[src/verilog/mandel_pkg.sv]
package mandel_pkg;

	// fixed-point format, signed Q10.10
	localparam int DATA_W = 20;
	localparam int FRAC_W = 10;
	// iteration count width
	localparam int ITER_W = 8;

	// frame geometry
	localparam int FRAME_W = 16;
	localparam int FRAME_H = 8;
	localparam int ADDR_W = 7;
	localparam int N_PIXELS = FRAME_W * FRAME_H;

	typedef logic signed [DATA_W-1:0] fixed_t;

	// 4.0 in Q10.10
	localparam fixed_t ESCAPE_LIMIT = 20'sd4096;

	// per-frame setup, latched on start
	typedef struct packed {
		fixed_t re0;
		fixed_t im0;
		fixed_t step;
		logic [ITER_W-1:0] max_iter;
	} frame_cfg_t;

	// one pixel of work, addr is y*16 + x
	typedef struct packed {
		fixed_t c_re;
		fixed_t c_im;
		logic [ADDR_W-1:0] addr;
	} pixel_job_t;

	// wishbone classic master side
	typedef struct packed {
		logic cyc;
		logic stb;
		logic we;
		logic [ADDR_W-1:0] adr;
		logic [ITER_W-1:0] dat;
	} wb_req_t;

	// slave side, write-only so just ack
	typedef struct packed {
		logic ack;
	} wb_rsp_t;

endpackage

[src/verilog/mandel_scan_sched.sv]
`timescale 1ns/1ps

module mandel_scan_sched (
	input  logic                          tb_clk,
	input  logic                          arst_n,
	input  logic                          start,
	input  mandel_pkg::frame_cfg_t        cfg,
	input  logic [1:0]                    eng_ready,
	output logic [1:0]                    eng_valid,
	output mandel_pkg::pixel_job_t        job,
	input  logic                          wr_done,
	output logic [mandel_pkg::ITER_W-1:0] max_iter,
	output logic                          busy,
	output logic                          done
);
	import mandel_pkg::*;

	frame_cfg_t cfg_q;
	// raster position of the next job
	logic [$clog2(FRAME_W)-1:0] x;
	logic [$clog2(FRAME_H)-1:0] y;
	// c of the next job
	fixed_t cur_re;
	fixed_t cur_im;
	// still jobs left to hand out
	logic issuing;
	logic [ADDR_W:0] wr_cnt;
	logic take;
	logic fire;
	logic row_end;

	assign take = start && !busy;
	// engine 0 first, engine 1 only offered when 0 is busy
	assign eng_valid[0] = issuing;
	assign eng_valid[1] = issuing && !eng_ready[0];
	assign fire = |(eng_valid & eng_ready);
	assign row_end = (x == FRAME_W - 1);

	assign job.c_re = cur_re;
	assign job.c_im = cur_im;
	assign job.addr = {y, x};
	assign max_iter = cfg_q.max_iter;

	always_ff @(posedge tb_clk or negedge arst_n)
	begin
		if (!arst_n)
		begin
			x <= '0;
			y <= '0;
			issuing <= 1'b0;
			wr_cnt <= '0;
			busy <= 1'b0;
			done <= 1'b0;
		end
		else if (take)
		begin
			x <= '0;
			y <= '0;
			issuing <= 1'b1;
			wr_cnt <= '0;
			busy <= 1'b1;
			done <= 1'b0;
		end
		else
		begin
			// counters hold while no engine takes the job
			if (fire)
			begin
				x <= row_end ? '0 : x + 1'b1;
				if (row_end)
				begin
					y <= y + 1'b1;
					if (y == FRAME_H - 1)
						issuing <= 1'b0;
				end
			end
			// frame ends on the last acked write
			if (wr_done && busy)
			begin
				wr_cnt <= wr_cnt + 1'b1;
				if (wr_cnt == N_PIXELS - 1)
				begin
					busy <= 1'b0;
					done <= 1'b1;
				end
			end
		end
	end

	always_ff @(posedge tb_clk)
	begin
		if (take)
		begin
			cfg_q <= cfg;
			cur_re <= cfg.re0;
			cur_im <= cfg.im0;
		end
		else if (fire)
		begin
			// next row restarts at re0, one step down in im
			if (row_end)
			begin
				cur_re <= cfg_q.re0;
				cur_im <= cur_im + cfg_q.step;
			end
			else
				cur_re <= cur_re + cfg_q.step;
		end
	end

endmodule

[config.mk]
export PLATFORM = sky130hd
export DESIGN_NAME = mandel_scan_sched
export DESIGN_NICKNAME = d
export VERILOG_FILES = /design/src/verilog/mandel_pkg.sv /design/src/verilog/mandel_scan_sched.sv
export SDC_FILE = /design/constraint.sdc
export NUM_CORES = 1
export LEC_CHECK = 0
export BUFFER_PORTS_ARGS = -buffer_cell sky130_fd_sc_hd__buf_2
export CAP_MARGIN = 10
export CORE_MARGIN = 5
export CORE_UTILIZATION = 50
export CTS_BUF_LIST = sky130_fd_sc_hd__clkbuf_16
export DETAILED_ROUTE_END_ITERATION = 10
export HOLD_SLACK_MARGIN = 0.06
export PLACE_DENSITY = 0.84
export SYNTH_ARGS = -nofsm -noshare
export SYNTH_HDL_FRONTEND = slang
export SYNTH_SLANG_ARGS = --single-unit
[constraint.sdc]
create_clock -name tb_clk -period 3 [get_ports tb_clk]
set_clock_uncertainty 0.05 [all_clocks]
set_input_delay 0.9 -clock tb_clk [delete_from_list [all_inputs] [get_ports tb_clk]]
set_output_delay 0.9 -clock tb_clk [all_outputs]
set_load 0.02 [all_outputs]
**Word level (Yosys, flattened, before mapping)**

Index checks and enable logic that the tools add are counted.

- $add $sub $neg: 5
- Eq/ne operators: 3
- Multiplexer cells: 24
- Bitwise logic cells: 1
- Reductions and logical operators: 14

Operator list:

| kind | number |
|---|---|
| 20-bit 2-to-1 mux | 6 |
| 20-bit adder | 2 |
| 8-bit 2-to-1 mux | 2 |
| 4-bit 2-to-1 mux | 3 |
| 1-bit 2-to-1 mux | 10 |
| 2-bit nonzero test | 5 |
| 3-bit 2-to-1 mux | 3 |
| 8-bit by 1-bit adder with 8-bit output (second input constant) | 1 |
| 8-bit by 7-bit equality test with 1-bit output (second input constant) | 1 |
| 4-bit by 1-bit adder with 4-bit output (second input constant) | 1 |
| 4-bit equality test (second input constant) | 1 |
| 2-bit AND reduction | 2 |
| 3-bit by 1-bit adder with 3-bit output (second input constant) | 1 |
| 3-bit equality test (second input constant) | 1 |
| 1-bit logical AND | 3 |
| 3-bit AND reduction | 1 |
| 2-bit AND | 1 |
| 1-bit zero test | 2 |
| 2-bit OR reduction | 1 |

- Register bits after elaboration: 106
- Input port bits: 74
- Word-level logic and storage cells: 58

**Longest topological paths before layout**

- Depth in word-level cells: 6
- Gate-level depth with buffers: 10

**Worst setup path after synthesis**

No wires, ideal clock.

- Kind: input port to flip-flop
- Start: in start
- End: reg cfg_q[10] (netlist bit) (enable)
- Library setup time: 431 ps
- Data arrival time: 2,924 ps
- Required time: 2,519 ps
- Setup slack: -405 ps
- Cell stages on the path: 4
- Buffers on the path: 2
- Path through: nand2_1 > clkinv_1 > clkbuf_1 > clkbuf_1

- Cells in the longest elaborated chain, start to end: 1

RTL lines:

| what | line | RTL |
|---|---|---|
| start: declaration | mandel_scan_sched.sv:6 | `input logic start,` |
| 1-bit logical AND | mandel_scan_sched.sv:32 | `assign take = start && !busy;` |
| via take | mandel_scan_sched.sv:28 | `logic take;` |
| end signal: assignment | mandel_scan_sched.sv:94 | `cfg_q <= cfg;` |
| end: declaration | mandel_scan_sched.sv:18 | `frame_cfg_t cfg_q;` |

The timed path passes the listed nets, and every way through them passes these cells.
A chain may end at the register's enable or synchronous reset.

**Final worst setup path**

- Start: reg cur_re[0]
- End: reg cur_re[18], data pin

- Cells in the longest elaborated chain, start to end: 4

RTL lines:

| what | line | RTL |
|---|---|---|
| start: declaration | mandel_scan_sched.sv:23 | `fixed_t cur_re;` |
| start signal: assignment | mandel_scan_sched.sv:95 | `cur_re <= cfg.re0;` |
| start signal: assignment | mandel_scan_sched.sv:103 | `cur_re <= cfg_q.re0;` |
| start signal: assignment | mandel_scan_sched.sv:107 | `cur_re <= cur_re + cfg_q.step;` |
| 20-bit adder | mandel_scan_sched.sv:107 |  |
| 20-bit 2-to-1 mux | mandel_scan_sched.sv:101 | `if (row_end)` |
| 20-bit 2-to-1 mux | mandel_scan_sched.sv:98 | `else if (fire)` |
| 20-bit 2-to-1 mux | mandel_scan_sched.sv:92 | `if (take)` |

No other way between the ends. The select of a mux whose other input is x is not followed.

==> results.py <==
metrics = {
    "critical_path": {
        "criticalPathCategory": "flop to flop",
        "crit_chain": "ha_1, inv_1, fa_1, nor2b_1, o31ai_2, a21oi_1, a311oi_1, buf_4, o21ai_0, mux2i_1, nor3_1",
        "crit_arrival_ps": 2860,
        "crit_required_ps": 3070,
        "crit_path_max_fanout": 4,
        "worstSetupEndpointType": "flop",
        "slowest_delay_ps": 390,
        "critPathLaunchType": "flop",
        "cp_slowest_cell": "edfxtp_1",
    },
    "timing": {
        "fin_setup_tns_ps": 0,
        "slew_headroom": 0.2306,
        "fin_crit_ps": 2795,
        "hold_viol_final": 0,
        "rsz0062_at_grt": "false",
        "setup_viol": 0,
        "worst_pin_slew_ps": 1154,
        "fin_ws_ps": 205.5,
        "fin_crit_sh": 0.9315,
        "max_freq_mhz": 357.8,
        "slew_viol_final": 0,
        "hold_ws_ps": 408.0,
    },
    "global_route": {
        "grt_pass1_wl_um": 24530,
        "grtUsageTotal": 0.2144,
        "grt_overflow": 0,
        "antenna_found_initial": 0,
        "grt_max_degree": 48,
        "grt_pass1_vias": 4956,
    },
    "placement": {
        "dpl_cell_area_um2": 6749,
        "dpl.cell_count": 824,
        "dp_hpwl_um": 11300,
        "io_buffers": 132,
        "place_ws_ps": 245.0,
        "place_congestion": 0.9009,
    },
    "finish": {
        "drive_gt1_frac": 0.2367,
        "final_area_um2": 7033,
        "antenna_cells": 0,
        "final_cells": 840,
        "multi_input_area_um2": 2684,
        "area_delta_synth_final_pct": 17.96,
        "fillers": 946,
        "layout.nets": 810,
        "register_area_um2": 3093,
    },
    "drt": {
        "vias": 4910,
        "drt_wl_total_um": 14970,
        "drt_pass1_iterations": 5,
        "viasPerCell": 5.845,
        "routedWlPerCell_um": 17.83,
        "drc": 0,
        "ant_nets": 0,
        "dr.first_iter.drc_count": 370,
    },
    "pwr": {
        "peakVddDrop_v": 0.0005105,
        "leakagePower_nw": 2.964,
        "pwr_density_cell_nw_per_um2": 405.7,
    },
    "yosys": {
        "synthTopCellsByArea": "edfxtp_1 (44%), ha_1 (8.8%), dfrtp_1 (7.6%), a21oi_1 (5.0%), nand2_1 (3.9%)",
        "syn-mean-instance-area_um2": 10.48,
        "ys_ff_latch": 106,
        "ys.flop_type": "edfxtp_1",
        "synth-edff-count": 88,
        "synth_common_cells": "edfxtp_1 (88), nand2_1 (62), a21oi_1 (60), nor2_1 (46), o21ai_0 (46)",
        "synth_most_common_cell": "edfxtp_1",
        "synth_nets": 687,
        "ys_types": 52,
        "synth-warning-count": 0,
        "syn_inst": 569,
        "synthArstFlopShare": 0.1698,
        "ys_seq_area_frac": 0.5188,
        "synth_top_cell_area_share": 0.4432,
        "synthesis.area_um2": 5962,
        "synth.largest_area_cell": "edfxtp_1",
    },
    "floorplanning": {
        "core_area_um2": 11560,
        "initial_utilization": 0.5155,
        "dieArea_um2": 14210,
        "boundaryPins": 133,
        "rows": 39,
        "die_h_um": 119.2,
        "die_w_um": 119.2,
    },
    "clocking": {
        "clkSlewWorstSetupHoldPaths_ps": 80,
        "clockBufferDepth": 2,
        "clk_latency_ps": 360,
        "cts_setup_buffers": 0,
        "ctsRootBufferMaster": "clkbuf_16",
        "cts_max_level": 3,
        "tritoncts": "yes",
        "cts-buffers-inserted": 9,
        "cts.sinks": 106,
    },
    "outcome": {
        "outcome": "finished clean",
    },
    "hold_path": {
        "hold_path_class": "input pin to asynchronous set/reset pin",
    },
    "job": {
        "maxCapViolations": 0,
    },
}
[layout make-up]
class	count	area share
Clock buffer	9	0.03202
Clock inverter	7	0.007650
Sequential cell	106	0.4398
Tap cell	143	0.02544
Inverter	13	0.007116
Timing Repair Buffer	142	0.1064
Multi-Input combinational cell	420	0.3816
[critical path: cells and delay by family, from the launching register on]
family | cells | cell delay, ps
AOI/OAI and AO/OA | 4 | 730
adders and majority gates | 2 | 610
DFF | 1 | 390
and+or+nand+nor | 2 | 320
buffers and inverters | 2 | 230
muxes | 1 | 210
[what timing repair did]
item                                    in CTS  in global routing
gates resized for setup                      0                  1
hold endpoints to repair                     0                  0
hold buffers                                 0                  0
endpoints found under the setup margin       0                  1
[routing by layer]
metal,global-route usage,up-vias,share of wire
met1,0.2721,2336,0.43
met2,0.3486,197,0.47
met5,0,-,0
met3,0.07014,22,0.078
li1,-,2355,-
met4,0.06879,0,0.019
[stage by stage]
stage	power, mW	util
after CTS	2.874	0.6077
after floorplan	1.681	-
final	2.853	0.6081
after detailed placement	1.751	0.5836
after global routing	2.953	0.6081
after global placement	1.744	0.5836
[placed cells by master (no fill, tap or decap), types with 5 or more instances in the layout]
master / count
ha_1: 42
dfrtp_1: 18
nand4_1: 10
and3_1: 7
inv_1: 13
o21a_1: 5
or3_1: 6
buf_4: 9
a211oi_1: 8
nor3_1: 11
edfxtp_1: 88
clkbuf_16: 9
o21bai_1: 5
nor2_1: 46
xnor2_1: 17
nand2_1: 61
a21o_1: 9
nand3_1: 12
nor2b_1: 6
o21ai_0: 45
o31ai_1: 8
buf_2: 132
xor2_1: 16
a31oi_1: 5
a21oi_1: 60
[registers in the layout, indices dropped and copies added (netlist names)]
signal,count
max_iter,8
x,4
cur_re,20
cfg_q,40
cur_im,20
wr_cnt,8
done,1
busy,1
y,3
issuing,1
[path summary, 6_finish.rpt]
| check | end | depth (start not counted) | slack (ps) | startpoint |
|---|---|---|---|---|
| worst max-delay path | cur_re[18] | 11 | 210 | cur_re[0] |
| worst min-delay path | wr_cnt[0] | 1 | 410 | arst_n |
| worst max register to register | cur_re[18] | 11 | 210 | cur_re[0] |
| worst min register to register | wr_cnt[7] | 1 | 440 | wr_cnt[7] |
| max in group asynchronous | y[0] | 1 | 2200 | arst_n |
| min in group tb_clk | wr_cnt[7] | 1 | 440 | wr_cnt[7] |
[power by group]
group          switching (mW)  leakage, nW  internal, mW
Sequential             0.0213         1.03          1.60
Combinational          0.0454         1.79        0.0509
Clock                   0.562        0.139         0.571
[kinds of logic after synthesis]
family	Yosys count	synth area share
xor+xnor	33	0.04848
fa+ha+maj	44	0.09486
mux	2	0.003568
simple gates	170	0.1291
buf+inv	43	0.03295
compound gates	171	0.1723
flops	106	0.5188
Note: power is estimated with default switching activity, not from simulation.
