### src/verilog/mandel_pkg.sv
package mandel_pkg;

	// fixed-point format, signed Q10.10
	localparam int DATA_W = 20;
	localparam int FRAC_W = 10;
	// iteration count width
	localparam int ITER_W = 8;

	// frame geometry
	localparam int FRAME_W = 16;
	localparam int FRAME_H = 8;
	localparam int ADDR_W = 7;
	localparam int N_PIXELS = FRAME_W * FRAME_H;

	typedef logic signed [DATA_W-1:0] fixed_t;

	// 4.0 in Q10.10
	localparam fixed_t ESCAPE_LIMIT = 20'sd4096;

	// per-frame setup, latched on start
	typedef struct packed {
		fixed_t re0;
		fixed_t im0;
		fixed_t step;
		logic [ITER_W-1:0] max_iter;
	} frame_cfg_t;

	// one pixel of work, addr is y*16 + x
	typedef struct packed {
		fixed_t c_re;
		fixed_t c_im;
		logic [ADDR_W-1:0] addr;
	} pixel_job_t;

	// wishbone classic master side
	typedef struct packed {
		logic cyc;
		logic stb;
		logic we;
		logic [ADDR_W-1:0] adr;
		logic [ITER_W-1:0] dat;
	} wb_req_t;

	// slave side, write-only so just ack
	typedef struct packed {
		logic ack;
	} wb_rsp_t;

endpackage

### src/verilog/mandel_iter_core.sv
`timescale 1ns/1ps

module mandel_iter_core (
	input  logic                          tb_clk,
	input  logic                          arst_n,
	input  mandel_pkg::pixel_job_t        job,
	input  logic                          job_valid,
	input  logic [mandel_pkg::ITER_W-1:0] max_iter,
	output logic                          job_ready,
	output mandel_pkg::wb_req_t           wb_req,
	input  mandel_pkg::wb_rsp_t           wb_rsp
);
	import mandel_pkg::*;

	typedef enum logic [1:0] {
		ST_IDLE,
		ST_ITER,
		ST_WRITE
	} state_t;

	state_t state;

	// current job
	fixed_t c_re;
	fixed_t c_im;
	logic [ADDR_W-1:0] addr;
	// z plus its squares, squares already back in Q10.10
	fixed_t z_re;
	fixed_t z_im;
	fixed_t sq_re;
	fixed_t sq_im;
	logic [ITER_W-1:0] count;

	// full-width products
	logic signed [2*DATA_W-1:0] p_ri;
	logic signed [2*DATA_W-1:0] p_nre;
	logic signed [2*DATA_W-1:0] p_nim;
	fixed_t ri;
	fixed_t nz_re;
	fixed_t nz_im;
	fixed_t nsq_re;
	fixed_t nsq_im;
	// one extra bit so two squares near the limit cannot wrap
	logic signed [DATA_W:0] mag;
	logic [ITER_W-1:0] count_nxt;
	logic stop;

	// z^2 real part reuses the squares kept from last cycle,
	// so only zr*zi and the two new squares need multipliers
	always_comb
	begin
		p_ri = z_re * z_im;
		ri = p_ri[FRAC_W +: DATA_W];
		nz_re = sq_re - sq_im + c_re;
		nz_im = ri + ri + c_im;
		p_nre = nz_re * nz_re;
		p_nim = nz_im * nz_im;
		nsq_re = p_nre[FRAC_W +: DATA_W];
		nsq_im = p_nim[FRAC_W +: DATA_W];
		// size of the new z
		mag = nsq_re + nsq_im;
		count_nxt = count + 1'b1;
		stop = (mag > ESCAPE_LIMIT) || (count_nxt == max_iter);
	end

	assign job_ready = (state == ST_IDLE);

	// request held straight from state, stable until ack
	always_comb
	begin
		wb_req.cyc = (state == ST_WRITE);
		wb_req.stb = (state == ST_WRITE);
		wb_req.we = (state == ST_WRITE);
		wb_req.adr = addr;
		wb_req.dat = count;
	end

	always_ff @(posedge tb_clk or negedge arst_n)
	begin
		if (!arst_n)
			state <= ST_IDLE;
		else
		begin
			case (state)
				ST_IDLE:
					if (job_valid)
						state <= ST_ITER;
				ST_ITER:
					if (stop)
						state <= ST_WRITE;
				ST_WRITE:
					// cyc drops the cycle after ack
					if (wb_rsp.ack)
						state <= ST_IDLE;
				default:
					state <= ST_IDLE;
			endcase
		end
	end

	always_ff @(posedge tb_clk)
	begin
		if (job_valid && job_ready)
		begin
			c_re <= job.c_re;
			c_im <= job.c_im;
			addr <= job.addr;
			// iteration starts from z = 0
			z_re <= '0;
			z_im <= '0;
			sq_re <= '0;
			sq_im <= '0;
			count <= '0;
		end
		else if (state == ST_ITER)
		begin
			z_re <= nz_re;
			z_im <= nz_im;
			sq_re <= nsq_re;
			sq_im <= nsq_im;
			count <= count_nxt;
		end
	end

endmodule

### config.mk
export PLATFORM = sky130hd
export DESIGN_NAME = mandel_iter_core
export DESIGN_NICKNAME = d
export VERILOG_FILES = /design/src/verilog/mandel_pkg.sv /design/src/verilog/mandel_iter_core.sv
export SDC_FILE = /design/constraint.sdc
export NUM_CORES = 2
export LEC_CHECK = 0
export ABC_AREA = 1
export BUFFER_PORTS_ARGS = -buffer_cell sky130_fd_sc_hd__buf_4
export CORE_MARGIN = 2
export CORE_UTILIZATION = 57
export CTS_CLUSTER_SIZE = 16
export DETAILED_ROUTE_END_ITERATION = 7
export GPL_TIMING_DRIVEN = 0
export PLACE_DENSITY = 0.76
export SKIP_CTS_REPAIR_TIMING = 1
export SLEW_MARGIN = 40
export SYNTH_ARGS = -nofsm -noshare
export SYNTH_HDL_FRONTEND = slang
export SYNTH_SLANG_ARGS = --single-unit
export TNS_END_PERCENT = 5
### constraint.sdc
create_clock -name tb_clk -period 13.3 [get_ports tb_clk]
set_clock_uncertainty 0.1 [all_clocks]
set_input_delay 1.33 -clock tb_clk [delete_from_list [all_inputs] [get_ports tb_clk]]
set_output_delay 1.33 -clock tb_clk [all_outputs]
set_load 0.03 [all_outputs]
# Word-level counts from Yosys, hierarchy flattened
# Index checks and enable logic that the tools add are counted.
# op_classes
n_addsub	6
mul	3
n_lt_le_gt_ge	1
n_eq_ne	6
mux	4
n_reduce_logical	4
# ops
cell	n
$mul 20x20->30	3
$add 20x20->20	3
$add 20x20->21	1
$gt 21x14->1 const B	1
$sub 20x20->20	1
$add 8x1->8 const B	1
$eq 8x8->1	1
$mux 2	3
$pmux 2 s3	1
$ne 2x2->1 const B	2
$reduce_and 3->1	1
$eq 2x1->1 const B	1
$eq 2x2->1 const B	1
$logic_not 2->1	1
$ne 2x1->1 const B	1
$logic_and 1x1->1	1
$logic_or 1x1->1	1
# totals
register_bits	137
wordCells	33

# Longest topological paths before layout
# depth
depth_word	9
ltp_mapped	83

# Worst setup path after synthesis
# OpenSTA, ideal clock, no wires.
# synth_path
kind	reg-to-reg
start	register z_re[9]
end	register state[1]
setup_time_ns	0.118
arrival_ns	13.996
required_time_ns	13.082
path_slack_ns	-0.914
stages_incl_launch_ff	74
path_buffers	4
period_less_slack_ns	14.214
path_cell_list	dfxtp_1 -> clkbuf_1 -> clkbuf_1 -> nand2_1 -> inv_1 -> fa_1 -> fa_1 -> inv_1 -> fa_1 -> inv_1 -> fa_1 -> inv_1 -> fa_1 -> inv_1 -> fa_1 -> inv_1 -> fa_1 -> inv_1 -> [... 38 more ...] -> o21ai_1 -> xor2_1 -> ha_1 -> a21oi_1 -> o21ai_0 -> a21oi_1 -> nand2_1 -> xor2_1 -> nor3_1 -> nand4_1 -> nand2_1 -> nand2_1 -> nor2_1 -> nand2_1 -> nand2_1 -> nand2_1 -> nand3_1 -> nand2_1
# synth_between
elab_chain_cells	9
# synth_lines
element	line_no	source
from (decl)	mandel_iter_core.sv:28	fixed_t z_re;
from (signal assigned)	mandel_iter_core.sv:117	z_re <= nz_re;
$mul 20x20->30	mandel_iter_core.sv:52	p_ri = z_re * z_im;
$add 20x20->20 (2 in series)	mandel_iter_core.sv:55	nz_im = ri + ri + c_im;
net nz_im[19]	mandel_iter_core.sv:40	fixed_t nz_im;
$mul 20x20->30	mandel_iter_core.sv:57	p_nim = nz_im * nz_im;
net p_nim[25]	mandel_iter_core.sv:37	logic signed [2*DATA_W-1:0] p_nim;
$add 20x20->21	mandel_iter_core.sv:61	mag = nsq_re + nsq_im;
$gt 21x14->1	mandel_iter_core.sv:63	stop = (mag > ESCAPE_LIMIT) || (count_nxt == max_iter);
$logic_or 1x1->1	mandel_iter_core.sv:63	
$ne 2x2->1 (no line)	--	
$reduce_and 3->1 (no line)	--	
to (signal assigned)	mandel_iter_core.sv:81	state <= ST_IDLE;
to (signal assigned)	mandel_iter_core.sv:87	state <= ST_ITER;
to (signal assigned)	mandel_iter_core.sv:90	state <= ST_WRITE;
to (decl)	mandel_iter_core.sv:21	state_t state;
# The timed path passes the listed nets, and every way through them passes these cells.
# A chain may end at the register's enable or synchronous reset.

# Final worst setup path
# layout_path
start	register z_re[2]
end	register state[0]
# The elaborated chain is that of the path after synthesis.

==> summary by stage <==
Finish
From synthesis to final layout, the design area changed by 12.5%. The ratio of cells with drive above 1 in the final layout is 11.8%. The number of inserted filler cells in the final layout is 5629.

The final net count is 6271. The area taken by flip-flops and latches is 3250 sq um. After the flow finishes, the layout carries non-filler instances totaling 5963.

The area of the multi-input gates is 31800 sq um. Summing all non-filler instances in the final layout gives an area of 45100 sq um.

Critical path
In this run the worst path has a maximum fanout of 10. STA classifies the critical path endpoint as a flip-flop. The cell type with the highest occurrence count on the critical path is inv_1.

Data on the critical path arrives at its endpoint at 15370 ps. STA puts the critical path data required time at 13490 ps. STA classifies the critical path startpoint as a flip-flop. The maximum single-stage delay on the critical path is 620 ps. The critical path class is flip-flop to flip-flop.

The number of buffer and inverter stages on the critical path is 19. For this design, the slowest cell found on the critical path is fa_1. The kind of cell with the highest combined delay along the critical path is adder cells.

Placement
Once placement finished, the instance area stood at 42100 sq um. The final HPWL from detailed placement is 93900 um. The routability-driven placement congestion ratio is about 0.99. The count of input and output buffers is 77.

The number of placed instances, taps included, is 5850.

Detailed routing
Summed over all layers, the routed wires come to 115000 um. Once detail routing completed, the nets flagged for antenna violations numbered 0. The starting DRC count in detailed routing is ~2800.

Dividing the detail-routed wire length by the instance count gives just under 20 um. For this run, the detailed router's first-pass iteration total came to 5. The per-cell via count in the routed design is 5.38. For this run, design rule violations remaining after detail routing come to 0. The detailed router placed 32100 vias in this run.

Floorplanning
The die covers just over 70000 sq um. The die is 269 um tall. The die boundary width is approximately 270 um.

The placeable core region is 69800 sq um. For this design the top-level I/O count stands at 78. The total number of placement rows is 97. The initial standard-cell utilization of the core is 57.4%.

Clocking
The clock tree synthesis step divided the H-tree into 4 levels. The clock net in this run drives a total of ~140 sinks. The clock tree from TritonCTS is done. Counting along the longest clock path gives a buffer depth of 2.

The later pin in the worst-skew pair is clocked with a latency of about 450 ps. The clock-pin transition on the worst setup and hold timing paths is 80 ps. The master cell of the clock root buffer is clkbuf_16. Clock tree synthesis inserted a total of 17 buffers.

Yosys
The share of synthesized registers carrying an async set or reset is 1.46%. After Yosys synthesis, full adders, half adders and majority gates account for 54.1% of the synthesized area. The average instance in the mapped netlist occupies ~8.3 sq um. Summing the sequential cell areas from Yosys gives slightly above 8% of the chip area. After Yosys synthesis, and, or, nand and nor cells account for 13.2% of the synthesized area. The multiplexer share of the synthesized area is 0%. During synthesis, Yosys emitted a total of 0 warnings. The number of distinct library cell variants in the gate-level netlist after synthesis is 58. After Yosys synthesis, XOR and XNOR cells account for 3.30% of the synthesized area. The synthesized netlist occupies a cell area of 40100 sq um.

The area fraction in compound gates after synthesis is 5.38%. By area, the combinational part of the netlist is dominated by adder cells. The total nets after synthesis is 6095. The most used flip-flop cell after synthesis is dfxtp_1. The synthesized design contains 47 enable-type register cells. Counting every instance in the synthesized netlist gives 4832.

Synthesis inferred 137 register bits.

GRT
The first global-routing pass estimated 179000 um of wire. The number of global-route vias before repair was 33200. The initial antenna violation count was 2.

Entering global routing, the biggest net connects 28 pins. Global routing used 31.9% of the available tracks. Global routing finished with a remaining overflow of 0.

Timing
The headroom to the max-slew limit is 34.9%. The worst path uses 114% of the clock period. Setup repair after global routing could not meet its margin everywhere. The setup slack of the critical path after layout is -1880 ps. Counting I/O delays and the setup requirement, the final critical path takes 15180 ps. The actual slew at the worst max-slew pin is 977 ps. The number of pins with negative max-slew slack in the final report is 0. The achievable clock frequency is 65.9 MHz. The setup-violating endpoint count in the final report is 8. The number of endpoints with negative hold slack in the final report came to 0.

Outcome
The flow ran to the end, but the final reports show violations. The final reports fail on setup timing.

Min path
The worst min-delay path class is flip-flop to flip-flop.

Run
The number of maximum-capacitance constraint violations is 0.
[final timing paths]
check | end | slack (ps) | cells past startpoint | from
min in group asynchronous | state[1] | 550 | 1 | arst_n
max in group asynchronous | state[0] | 12470 | 1 | arst_n
min | sq_re[4] | 460 | 2 | sq_re[4]
max reg2reg | state[0] | -1880 | 76 | z_re[2]
max | state[0] | -1880 | 76 | z_re[2]
min reg2reg | sq_re[4] | 460 | 2 | sq_re[4]
[Yosys cell counts, drive strengths merged (6+ instances only)]
library cell | instances | area (sq um)
buf | 32 | 189
nand3 | 93 | 498
ha | 323 | 4040
a21o | 20 | 150
fa | 881 | 17600
o31ai | 6 | 45.0
xnor2 | 54 | 492
nor2 | 355 | 1370
nor3 | 14 | 75.1
or2 | 19 | 119
inv | 1523 | 5720
clkinv | 6 | 22.5
o211ai | 47 | 353
xor2 | 86 | 832
o21ai | 85 | 433
edfxtp | 47 | 1410
nand4 | 17 | 106
nand2 | 799 | 3040
dfxtp | 88 | 1760
o21bai | 26 | 206
nand3b | 11 | 82.6
clkbuf | 120 | 450
a21oi | 152 | 783
[final cells by class]
cell class,instances,share of cell area (%)
Clock buffer,18,0.975
Clock inverter,14,0.286
Tap cell,940,2.61
Sequential cell,137,7.22
Inverter,1529,12.8
Timing Repair Buffer,158,2.83
Multi-Input combinational cell,3014,70.6
Antenna cell,2,0.0111
Buffer,151,2.68
[cell usage in the layout, fill, tap and decap left out, types with 64 or more instances in the layout]
cell type / count
nand2_1: 755
inv_1: 1480
ha_1: 285
o21ai_0: 66
a21oi_1: 124
dfxtp_1: 73
nand3_1: 77
nor2_1: 319
xor2_1: 64
fa_1: 866
buf_4: 158
[logic make-up (layout without fill, tap and decap cells)]
kind of cell / count (synthesis) / in the layout
other cells: 1 / 3
buf+inv: 1681 / 1870
simple gates: 1310 / 1310
xor+xnor: 140 / 140
flops: 137 / 137
compound gates: 359 / 359
fa+ha+maj: 1204 / 1204
[metrics by stage]
step | hold WS [ps] | util, % | worst slack [ps] | setup TNS (ps)
6_report | 461 | 64.6 | -1880 | -7290
5_1_grt | 494 | 64.6 | -2380 | -12600
4_1_cts | 456 | 61.2 | -3190 | -22310
3_5_place_dp | 436 | 60.4 | -3040 | -20100
3_3_place_gp | 428 | 60.3 | -3120 | -24690
2_1_floorplan | 385 | - | -326 | -547
[per-layer routing]
layer  global-route usage, %  part of all wire [%]  routed length [um]
met2                    50.9                    46               53500
met1                    42.8                    38               43700
met4                    13.0                   4.9                5660
met3                    6.64                    11               12300
met5                       0                     0                   0
[worst reg2reg max path: cells and delay by family, from the launching register on]
family | cells | cell delay (ps)
xor gates and xnor gates | 1 | 200
buffers and inverters | 19 | 1780
AOI/OAI and AO/OA | 14 | 2660
adders and majority gates | 18 | 7690
and+or+nand+nor | 24 | 2200
DFF | 1 | 430
[state kept, by name, indices dropped and copies added, names as in the netlist, 7 cells and up]
| register | flops |
|---|---|
| sq_im | 20 |
| c_im | 20 |
| addr | 7 |
| c_re | 20 |
| z_im | 20 |
| sq_re | 20 |
| z_re | 20 |
| count | 8 |
Power is left out: the tool's default activity adds up to more than one toggle a clock period on the data nets, which glitch-free logic cannot reach.
