### src/verilog/mandel_pkg.sv
package mandel_pkg;

	// fixed-point format, signed Q10.10
	localparam int DATA_W = 20;
	localparam int FRAC_W = 10;
	// iteration count width
	localparam int ITER_W = 8;

	// frame geometry
	localparam int FRAME_W = 16;
	localparam int FRAME_H = 8;
	localparam int ADDR_W = 7;
	localparam int N_PIXELS = FRAME_W * FRAME_H;

	typedef logic signed [DATA_W-1:0] fixed_t;

	// 4.0 in Q10.10
	localparam fixed_t ESCAPE_LIMIT = 20'sd4096;

	// per-frame setup, latched on start
	typedef struct packed {
		fixed_t re0;
		fixed_t im0;
		fixed_t step;
		logic [ITER_W-1:0] max_iter;
	} frame_cfg_t;

	// one pixel of work, addr is y*16 + x
	typedef struct packed {
		fixed_t c_re;
		fixed_t c_im;
		logic [ADDR_W-1:0] addr;
	} pixel_job_t;

	// wishbone classic master side
	typedef struct packed {
		logic cyc;
		logic stb;
		logic we;
		logic [ADDR_W-1:0] adr;
		logic [ITER_W-1:0] dat;
	} wb_req_t;

	// slave side, write-only so just ack
	typedef struct packed {
		logic ack;
	} wb_rsp_t;

endpackage

### src/verilog/wb_rr_arbiter.sv
`timescale 1ns/1ps

module wb_rr_arbiter (
	input  logic                tb_clk,
	input  logic                arst_n,
	input  mandel_pkg::wb_req_t m_req [2],
	output mandel_pkg::wb_rsp_t m_rsp [2],
	output mandel_pkg::wb_req_t s_req,
	input  mandel_pkg::wb_rsp_t s_rsp
);

	// bus owned by gnt_idx while gnt_act
	logic gnt_act;
	logic gnt_idx;
	// master served most recently
	logic last;

	always_ff @(posedge tb_clk or negedge arst_n)
	begin
		if (!arst_n)
		begin
			gnt_act <= 1'b0;
			gnt_idx <= 1'b0;
			// master 0 wins the first tie
			last <= 1'b1;
		end
		else if (gnt_act)
		begin
			// owner let go of cyc
			if (!m_req[gnt_idx].cyc)
			begin
				last <= gnt_idx;
				if (m_req[~gnt_idx].cyc)
					gnt_idx <= ~gnt_idx;
				else
					gnt_act <= 1'b0;
			end
		end
		else if (m_req[0].cyc || m_req[1].cyc)
		begin
			gnt_act <= 1'b1;
			// the one not served last goes first
			gnt_idx <= m_req[~last].cyc ? ~last : last;
		end
	end

	// granted request to the slave, idle bus otherwise
	assign s_req = gnt_act ? m_req[gnt_idx] : '0;

	// ack only to the owner
	assign m_rsp[0].ack = gnt_act && !gnt_idx && s_rsp.ack;
	assign m_rsp[1].ack = gnt_act && gnt_idx && s_rsp.ack;

endmodule

### config.mk
export PLATFORM = sky130hd
export DESIGN_NAME = wb_rr_arbiter
export DESIGN_NICKNAME = d
export VERILOG_FILES = /design/src/verilog/mandel_pkg.sv /design/src/verilog/wb_rr_arbiter.sv
export SDC_FILE = /design/constraint.sdc
export NUM_CORES = 1
export LEC_CHECK = 0
export ABC_AREA = 1
export BUFFER_PORTS_ARGS = -buffer_cell sky130_fd_sc_hd__buf_2
export CAP_MARGIN = 30
export CORE_AREA = 2 2 40 42
export CTS_BUF_LIST = sky130_fd_sc_hd__clkbuf_2
export CTS_CLUSTER_SIZE = 8
export DETAILED_ROUTE_END_ITERATION = 12
export DIE_AREA = 0 0 42 44
export PLACE_DENSITY = 0.77
export SLEW_MARGIN = 20
export SYNTH_ARGS = -nofsm -noshare
export SYNTH_HDL_FRONTEND = slang
export SYNTH_SLANG_ARGS = --single-unit
### constraint.sdc
create_clock -name tb_clk -period 1.7 [get_ports tb_clk]
set_clock_uncertainty 0.2 [all_clocks]
set_input_delay 0.17 -clock tb_clk [delete_from_list [all_inputs] [get_ports tb_clk]]
set_output_delay 0.17 -clock tb_clk [all_outputs]
set_load 0.005 [all_outputs]
* Word level (Yosys, flattened, before mapping)
Cells that the tools add are included.
Storage, ports and cells: input port bits 39, memories 0, bits in latches 0, register bits after elaboration 3, ROM bits 0, logic and storage cells 42, RAM bits 0
Operators by class: shift-type cells 0, muxes and demuxes 19, add/subtract/negate cells 0, divide/modulo/power cells 0, order comparisons 3, equality and inequality tests 2, reduce and logical (&&, ||, !) cells 9, $mul 0, bitwise operators 6
Operators with widths (count):
- two-way mux 18 bit | 10
- two-way mux 1 bit | 9
- greater-or-equal comparator 2 bit, second input constant | 3
- inverter 1 -> 2 bit | 3
- logical AND 1 bit | 4
- inverter 1 bit | 3
- AND reduction 3 bit | 1
- != test 2 x 1 -> 1 bit, second input constant | 1
- != test 2 bit, second input constant | 1
- AND reduction 2 bit | 1
- nonzero test 2 bit | 1
- logical NOT 1 bit | 1
- logical OR 1 bit | 1

* Depth between registers and ports, before layout
Gate-level depths: netlist of the first run.
word-level depth 8, mapped depth 6, mapped depth without buffers 6

* Least setup slack after synthesis of the first run
OpenSTA, ideal clock, no wires.
kind reg2out, from register gnt_idx, to output port s_req[0] (netlist bit), required time 1.330 ns, setup slack 0.389 ns, data arrival time 0.941 ns, cell stages (with the launch flop) 5, cells stage by stage dfrtp_1 -> nand2_2 -> inv_4 -> buf_8 -> a22o_2
RTL lines:
- from (decl) | RTL line wb_rr_arbiter.sv:14 | logic gnt_idx;
- from (signal assigned) | RTL line wb_rr_arbiter.sv:34 | gnt_idx <= ~gnt_idx;
- from (signal assigned) | RTL line wb_rr_arbiter.sv:43 | gnt_idx <= m_req[~last].cyc ? ~last : last;
- to (decl) | RTL line wb_rr_arbiter.sv:8 | output mandel_pkg::wb_req_t s_req,

==> results by group, run 1 <==
Clock tree
  – Root Driver: clkbuf_2
  – # H-tree levels: 1
  – Clk slew on worst S/H paths: about 40 ps
  – CTS tree: built
  – CTS sink cnt: 3
  – Clk buf depth: 2
  – CTS Buf Count: 3
  – Clock Latency Late Sink: 200 ps

Detailed routing
  – Detailed Routing Iterations Pass 1: 2
  – ANT nets after route: 0
  – Drt via density: approximately 4.7
  – DRT iter0 DRCs: 1
  – Routed wire length: between 1 and 1.5 mm
  – Routed WL per cell: a little over 10 µm
  – Total number of vias: 610
  – # DRC: 0

Layout
  – Post-route cell area: 746 µm²
  – Reg area: around 76 µm²
  – Layout area overhead: 92.9%
  – Area occupied by multi-input gates: around 250 µm²
  – Final nets: 155
  – # fillers: 147
  – Share of layout cells above drive strength 1: between 70 and 80%
  – Antenna diodes: 0
  – Final Util: between 50% and 60%

Worst setup path
  – Setup crit start kind: flop
  – CP Class: flop to primary output
  – Critical path fanouts, max: 17
  – Setup crit end kind: primary output
  – WP data required: about 1300 ps
  – Arr. time, crit path: roughly 1200 ps

Synth
  – Area leader, netlist: a22o_2
  – Synth area leaders: a22o_2 (26%), a22o_1 (16%), dfrtp_1 (13%)
  – Number of distinct library cells after synthesis: 17
  – Sequential area share after synthesis: approximately a fifth
  – Post-synthesis cell area: between 300 and 400 µm²
  – Syn Inst Count: 50
  – Yosys warning total: 0
  – Synth top area share: between 20% and 30%
  – Synth Net Count: 89
  – Avg Inst Size Synth: around 7.7 µm²
  – Synthesized flop and latch total: 3

Pwr
  – Leak Pwr: between 0.4 and 0.5 nW
  – Switch Pwr: about 0.35 mW
  – Int Pwr: about 0.53 mW
  – Pwr/cell area: between 1000 and 1500 mW/mm²
  – Combinational group share of total power: around three quarters
  – Peak VDD IR: about 740 µV
  – Total power: 0.884 mW
  – Switch share: about two fifths
  – Clock power share: a little over a tenth
  – Sequential power share: approximately 16%

Timing
  – RSZ-0062 raised after global routing: false
  – Final worst slack: 92.5 ps
  – Rel. slew slack: 86.5%
  – Final Setup Violations: 0
  – Max Freq: a little over 600 MHz
  – Slew Limit Fails: 0
  – Worst-Margin Slew: approximately 200 ps
  – Final setup TNS: 0 ps
  – Final Hold Viols: 0
  – Period utilisation layout: roughly 95%
  – Fin crit period: around 1600 ps

Floorplanning
  – Die Span Y: around 44 µm
  – Core box area: around 0.0014 mm²
  – IO Count: between 50 and 60
  – Die Wd: between 40 and 50 µm
  – Die ar.: 0.00185 mm²
  – Initial Util: between 20% and 30%
  – Row Count: 14

Min path
  – Hold Path Class: input pin to flop

Global routing
  – Total grt overflow: 0
  – Number of global-route vias before repair: between 500 and 600
  – Largest net degree at the start of global routing: 19
  – Initial antenna violation count: 0
  – Tot GR Track Use: 14.0%
  – First-pass GRT wire length: between 2 and 2.5 mm

Flow run
  – Max-Cap Viols: 0

Placed design
  – Port Buffers: just under 60
  – Routability cong.: 0.697
  – Placed cell area: ~670 µm²
  – Setup Slack @ Placement: roughly 240 ps
  – DP HPWL: 1.09 mm

Outcome
  – Status: complete, no violations
-- cell usage after synthesis (all sizes together) --
| cell type | instances |
|---|---|
| a22o | 17 |
| nand2 | 12 |
| inv | 8 |
| nor2 | 4 |
| buf | 2 |
| dfrtp | 2 |
| o21ai | 2 |
| a21oi | 1 |
| dfstp | 1 |
| nand3 | 1 |
-- routing by layer --
layer / vias up / wire length, µm / GRT usage, %
li1: 307 / - / -
met1: 265 / 520 / 16.5
met2: 38 / 642 / 24.7
met3: 0 / 192 / 4.17
met4: 0 / 0 / 3.87
met5: - / 0 / 0
-- final cells by class --
| cell class | instances | area share, % |
|---|---|---|
| multi-input combinational | 37 | 33.7 |
| tap | 16 | 2.68 |
| timing repair buffer | 63 | 46.3 |
| clock buffer | 4 | 2.68 |
| inverter | 8 | 4.36 |
| sequential | 3 | 10.2 |
-- cells by family (layout without fill, tap and decap cells) --
family                 Yosys count  count (layout)  synth area share, %
buffers and inverters           10              75                 15.2
AOI/OAI and AO/OA               20              20                 45.6
and+or+nand+nor                 17              17                 19.4
DFF                              3               3                 19.7
-- worst paths after layout --
check / from / endpoint / slack, ps / cells after the start
setup / recovery: gnt_idx$_DFFE_PN0P_ / s_req[4] / 90 / 4
hold / removal: m_req[35] / gnt_act$_DFF_PN0_ / 40 / 3
setup reg to reg: gnt_act$_DFF_PN0_ / last$_DFFE_PN1P_ / 460 / 6
hold reg to reg: last$_DFFE_PN1P_ / last$_DFFE_PN1P_ / 320 / 2
max in group asynchronous: arst_n / last$_DFFE_PN1P_ / 1010 / 2
min in group asynchronous: arst_n / gnt_act$_DFF_PN0_ / 90 / 2
-- layout by cell type, fill, tap and decap left out, drive strengths merged --
cell type	instances
a21oi	1
clkbuf	4
o21ai	2
nand2	12
nand3	1
buf	61
dlygate4sd3	2
inv	8
dfstp	1
dfrtp	2
nor2	4
a22o	17
-- per-stage QoR --
| step | cells | hold slack (ps) |
|---|---|---|
| finish | 131 | 44.5 |
| global route | 131 | 44.8 |
| CTS | 128 | 25.8 |
| detailed placement | 122 | -233 |
| global placement | 122 | -234 |
| floorplan | 50 | -326 |
-- sequential cells by signal, indices dropped and copies added, names as in the netlist --
signal,count
gnt_act,1
gnt_idx,1
last,1
-- power by group through the flow --
stage               combinational, mW  clock (mW)  sequential [mW]
finish                          0.650      0.0971            0.137
global route                    0.718       0.110            0.142
CTS                             0.587       0.102            0.136
detailed placement              0.580           0            0.137
global placement                0.573           0            0.134
floorplan                       0.399           0            0.131
-- worst max-delay path: stages (launching register included) --
cell	delay [ps]
dfrtp_1	430
nand2_2	150
inv_4	90
a22o_2	240
buf_2	120
-- timing repair --
item,4_1_cts,5_1_grt
buffers inserted,0,3
hold buffers,2,0
gates resized for setup,0,1
hold endpoints to repair,4,0
endpoints found under the setup margin,0,18
Power figures use the tool's default switching activity.
==> inputs of run 2 (changes only) <==
--- a/config.mk
+++ b/config.mk
@@ -6,14 +6,13 @@
 export NUM_CORES = 1
 export LEC_CHECK = 0
 export ABC_AREA = 1
-export BUFFER_PORTS_ARGS = -buffer_cell sky130_fd_sc_hd__buf_2
 export CAP_MARGIN = 30
-export CORE_AREA = 2 2 40 42
+export CORE_AREA = 2 2 39 41
 export CTS_BUF_LIST = sky130_fd_sc_hd__clkbuf_2
 export CTS_CLUSTER_SIZE = 8
 export DETAILED_ROUTE_END_ITERATION = 12
-export DIE_AREA = 0 0 42 44
-export PLACE_DENSITY = 0.77
+export DIE_AREA = 0 0 41 43
+export DONT_BUFFER_PORTS = 1
 export SLEW_MARGIN = 20
 export SYNTH_ARGS = -nofsm -noshare
 export SYNTH_HDL_FRONTEND = slang
==> run 2 against run 1 <==
Effect of this change:
- sequential share of layout area grew 7.1 points
- hold slack gained 25 ps
- sequential cell count is the same
- via count shrank 33%
- clock power grew 2.7%
- largest power group unchanged
- highest routed layer unchanged
==> results by group, run 2 (same netlist as run 1, synthesis figures left out) <==
Worst setup path
  – CP startpoint: gnt_idx$_DFFE_PN0P_
  – Worst path slowest cell: dfrtp_1
  – CP peak stage delay: around 430 ps
  – R2R Path End: last$_DFFE_PN1P_
  – Arr. time, crit path: roughly 1200 ps
  – Setup crit end kind: primary output
  – CP Class: flop to primary output
  – WP data required: 1330 ps
  – Setup slack, reg-to-reg: between 300 and 400 ps
  – Critical path fanouts, max: 18
  – R2R cell count: 4
  – CP endpoint: s_req[10]
  – Setup crit start kind: flop
  – FF-to-FF Start: gnt_idx$_DFFE_PN0P_
  – Crit-path cells: nor2_4 -> a22o_1

Clock tree
  – Clock Latency Late Sink: about 200 ps
  – Clk buf depth: 2
  – # H-tree levels: 1
  – CTS sink cnt: 3
  – Clk slew on worst S/H paths: ~40 ps
  – Postcts setup bufs: 0
  – CTS tree: built
  – Root Driver: clkbuf_2
  – CTS Buf Count: 3

Global routing
  – Number of global-route vias before repair: 336
  – Tot GR Track Use: between 10 and 15%
  – Initial antenna violation count: 0
  – First-pass GRT wire length: 1.30 mm
  – Total grt overflow: 0
  – Largest net degree at the start of global routing: 19

Timing
  – Slew Limit Fails: 0
  – Fin crit period: 1580 ps
  – Final Setup Violations: 0
  – Final setup TNS: 0 ps
  – Period utilisation layout: between 90 and 100%
  – RSZ-0062 raised after global routing: false
  – Max Freq: 632 MHz
  – Hold WS: 69.1 ps
  – Worst-Margin Slew: 371 ps
  – Final Hold Viols: 0
  – Rel. slew slack: about three quarters

Pwr
  – Sequential power share: between 20% and 30%
  – Leak Pwr: around 0.23 nW
  – Total power: about 0.64 mW
  – Peak VDD IR: 564 µV
  – Switch share: 46.0%
  – Pwr/cell area: approximately 1500 mW/mm²
  – Int Pwr: 0.346 mW
  – Combinational group share of total power: about 64%
  – Switch Pwr: 0.294 mW
  – Clock power share: 15.6%

Floorplanning
  – Die Span Y: between 40 and 50 µm
  – Die ar.: roughly 0.0018 mm²
  – Die Wd: 41 µm
  – Initial Util: 27.9%
  – IO Count: ~60
  – Core box area: between 0.001 and 0.0015 mm²
  – Row Count: 14

Detailed routing
  – ANT nets after route: 0
  – Drt via density: 5.65
  – Total number of vias: 407
  – DRT iter0 DRCs: 2
  – Routed WL per cell: 14.7 µm
  – Routed wire length: between 1 and 1.5 mm
  – # DRC: 0
  – Detailed Routing Iterations Pass 1: 4

Layout
  – Biggest regs: gnt_act: 1 flops, gnt_idx: 1 flops, last: 1 flops
  – Commonest cells after routing, fill and taps aside: nand2_1 (11), a22o_2 (10), a22o_1 (7)
  – Most common cell after layout, fill and taps aside: nand2_1
  – Antenna diodes: 0
  – Final nets: 96
  – # fillers: between 100 and 150
  – Layout area overhead: 13.9%
  – Share of layout cells above drive strength 1: 33.9%

Placed design
  – Port Buffers: 0
  – Routability cong.: about 0.69

Outcome
  – Status: complete, no violations

Flow run
  – Max-Cap Viols: 0

Min path
  – Hold Path Class: input pin to flop
  – Critical hold path startpoint: m_req[35]
-- run 2: through the flow --
stage | util (%) | cell area, µm² | setup slack [ps] | std cells
finish | 31.8 | 440 | 118 | 72
global placement | 27.5 | 380 | 345 | 64
global route | 31.8 | 440 | 4.43 | 72
detailed placement | 27.5 | 380 | 320 | 64
floorplan | - | 387 | 389 | 50
CTS | 31.8 | 440 | 75.8 | 72
-- run 2: power groups by stage --
stage	combinational [mW]	clock, mW	sequential (mW)
CTS	0.414	0.109	0.133
global placement	0.397	0	0.133
floorplan	0.399	0	0.131
detailed placement	0.404	0	0.134
finish	0.406	0.0997	0.134
global route	0.466	0.108	0.138
-- run 2: what timing repair did --
action,in CTS,in global routing
hold buffers,4,0
hold endpoints to repair,5,0
resized for setup,0,0
-- run 2: routing by layer --
layer	track usage (%)	wire length (µm)	up-vias
li1	-	-	192
met1	11.9	376	179
met2	18.8	589	36
met3	0.524	90	0
met4	8.00	0	0
met5	0	0	-
-- run 2: layout make-up --
type	instances	area (µm²)	area share, %
Multi-Input combinational cell	37	251	57.1
Sequential cell	3	76.3	17.3
Timing Repair Buffer	4	40.0	9.09
Inverter	8	32.5	7.39
Clock buffer	4	20.0	4.55
Tap cell	16	20.0	4.55
-- run 2: worst max-delay path, delay by kind of cell, from the launching register on --
family           cells  cell delay [ps]
flip-flops           1              430
AND/OR/NAND/NOR      1              350
AO/OA/AOI/OAI        1              220
-- run 2: how the worst min path moves through the flow --
stage,end,slack (ps),cells past startpoint
after floorplan,gnt_act$_DFF_PN0_,-330,0
after global placement,gnt_act$_DFF_PN0_,-330,0
after detailed placement,gnt_act$_DFF_PN0_,-330,0
after CTS,gnt_idx$_DFFE_PN0P_,60,5
after global routing,gnt_idx$_DFFE_PN0P_,90,5
final,gnt_idx$_DFFE_PN0P_,70,5
==> inputs of run 3 (changes only) <==
==> constraint.sdc (replaced) <==
create_clock -name tb_clk -period 1.7 [get_ports tb_clk]
set_clock_uncertainty 0.2 [all_clocks]
set_input_delay 0.085 -clock tb_clk [delete_from_list [all_inputs] [get_ports tb_clk]]
set_output_delay 0.085 -clock tb_clk [all_outputs]
set_load 0.005 [all_outputs]
==> run 3 against run 2 <==
Effect of this change:
- die area did not move
- clock power barely moved
- sequential share of layout area did not move
- highest routed layer unchanged
==> results by group, run 3 (same netlist as run 1, synthesis figures left out) <==
Detailed routing
  – DRT iter0 DRCs: 7
  – Routed wire length: 1.07 mm
  – Drt via density: approximately 5.8
  – Total number of vias: 416
  – Routed WL per cell: around 15 µm
  – # DRC: 0
  – Detailed Routing Iterations Pass 1: 4
  – ANT nets after route: 0

Worst setup path
  – Arr. time, crit path: 1240 ps
  – CP endpoint: s_req[10]
  – Crit-path cells: nor2_4 -> a22o_1
  – Crit path depth: 2
  – Worst path slowest cell: dfrtp_1
  – R2R Path End: last$_DFFE_PN1P_
  – Setup crit start kind: flop
  – CP Class: flop to primary output
  – R2R cell count: 4
  – Critical path fanouts, max: 18
  – Setup slack, reg-to-reg: around 340 ps
  – CP peak stage delay: about 440 ps
  – CP startpoint: gnt_idx$_DFFE_PN0P_
  – WP data required: 1410 ps
  – Delay-heaviest family, CP: flip-flops
  – Critical path buffer and inverter count: 0
  – Setup crit end kind: primary output
  – FF-to-FF Start: gnt_idx$_DFFE_PN0P_

Clock tree
  – Clk buf depth: 2
  – Clk slew on worst S/H paths: approximately 50 ps
  – Post-CTS Resized: 0
  – Clock Latency Late Sink: 200 ps
  – Postcts setup bufs: 0
  – CTS Buf Count: 3
  – # H-tree levels: 1
  – CTS tree: built
  – CTS sink cnt: 3
  – Root Driver: clkbuf_2

Floorplanning
  – Die ar.: around 0.0018 mm²
  – Initial Util: about 28%
  – Die Span Y: approximately 43 µm
  – IO Count: 59
  – Core box area: approximately 0.0014 mm²
  – Die Wd: 41 µm
  – Row Count: 14

Timing
  – Final Setup Violations: 0
  – Slew Limit Fails: 0
  – Rel. slew slack: roughly three quarters
  – Max Freq: 655 MHz
  – Final setup TNS: 0 ps
  – Worst-Margin Slew: 372 ps
  – Period utilisation layout: between 80% and 90%
  – Hold WS: between 70 and 80 ps
  – RSZ-0062 raised after global routing: false
  – Final Hold Viols: 0
  – Fin crit period: 1530 ps

Placed design
  – DP HPWL: roughly 840 µm
  – Routability cong.: about 0.7
  – Placed cell count: 64
  – Port Buffers: 0

Global routing
  – Tot GR Track Use: 12.5%
  – Initial antenna violation count: 0
  – First-pass GRT wire length: about 1.4 mm
  – Total grt overflow: 0
  – Number of global-route vias before repair: between 300 and 400
  – Largest net degree at the start of global routing: 19

Flow run
  – Max-Cap Viols: 0

Min path
  – Hold Path Class: input pin to primary output

Layout
  – Commonest cells after routing, fill and taps aside: nand2_1 (11), a22o_2 (10), a22o_1 (7)
  – Most common cell after layout, fill and taps aside: nand2_1
  – Final nets: 96
  – Layout area overhead: 13.9%
  – Share of layout cells above drive strength 1: 33.9%
  – Final cell count without fillers: between 70 and 80
  – Biggest regs: gnt_act: 1 flops, gnt_idx: 1 flops, last: 1 flops
  – # fillers: roughly 150
  – Antenna diodes: 0

Pwr
  – Pwr/cell area: 1470 mW/mm²
  – Total power: roughly 0.65 mW
  – Leak Pwr: around 0.23 nW
  – Peak VDD IR: 556 µV

Outcome
  – Status: complete, no violations
==> run 3: cell counts in the layout (fill, tap and decap cells not counted) <==
Identical to the previous run, type by type.
==> run 3: power by group <==
group          leakage (nW)  internal (mW)  switching [mW]
combinational         0.182          0.178           0.230
clock                0.0166         0.0621          0.0395
sequential           0.0329          0.106          0.0318
total                 0.232          0.346           0.302
==> run 3: per-layer routing <==
metal / global-route usage, % / routed length, µm / part of all wire (%) / vias to the layer above
li1: - / - / - / 190
met1: 12.9 / 421 / 39 / 189
met2: 20.3 / 552 / 52 / 37
met3: 3.66 / 93 / 8.7 / 0
met4: 8.00 / 0 / 0 / 0
met5: 0 / 0 / 0 / -
==> run 3: worst min path at each step <==
stage	startpoint	endpoint	slack (ps)	cells after the start
5_1_grt	m_req[23]	s_req[5]	90	1
4_1_cts	s_rsp	m_rsp[0]	80	2
6_report	s_rsp	m_rsp[0]	70	2
3_5_place_dp	arst_n	gnt_idx$_DFFE_PN0P_	-410	0
3_3_place_gp	arst_n	gnt_act$_DFF_PN0_	-410	0
2_1_floorplan	arst_n	gnt_act$_DFF_PN0_	-410	0
==> run 3: layout make-up <==
class | instances | area (µm²) | share of cell area (%)
clock buffers | 4 | 20.0 | 4.55
repair buffers | 4 | 40.0 | 9.09
multi-input cells | 37 | 251 | 57.1
flip-flops and latches | 3 | 76.3 | 17.3
inverters | 8 | 32.5 | 7.39
well taps | 16 | 20.0 | 4.55
==> run 3: through the flow <==
| step | area, µm² | utilization, % | setup slack (ps) |
|---|---|---|---|
| 2_1_floorplan | 387 | - | 474 |
| 3_3_place_gp | 380 | 27.5 | 385 |
| 3_5_place_dp | 380 | 27.5 | 339 |
| 4_1_cts | 440 | 31.8 | 161 |
| 5_1_grt | 440 | 31.8 | 52.5 |
| 6_report | 440 | 31.8 | 174 |
==> run 3: timing repair <==
action / CTS / global route
hold buffers: 4 / 0
setup endpoints to repair: 0 / 0
hold endpoints to repair: 6 / 0
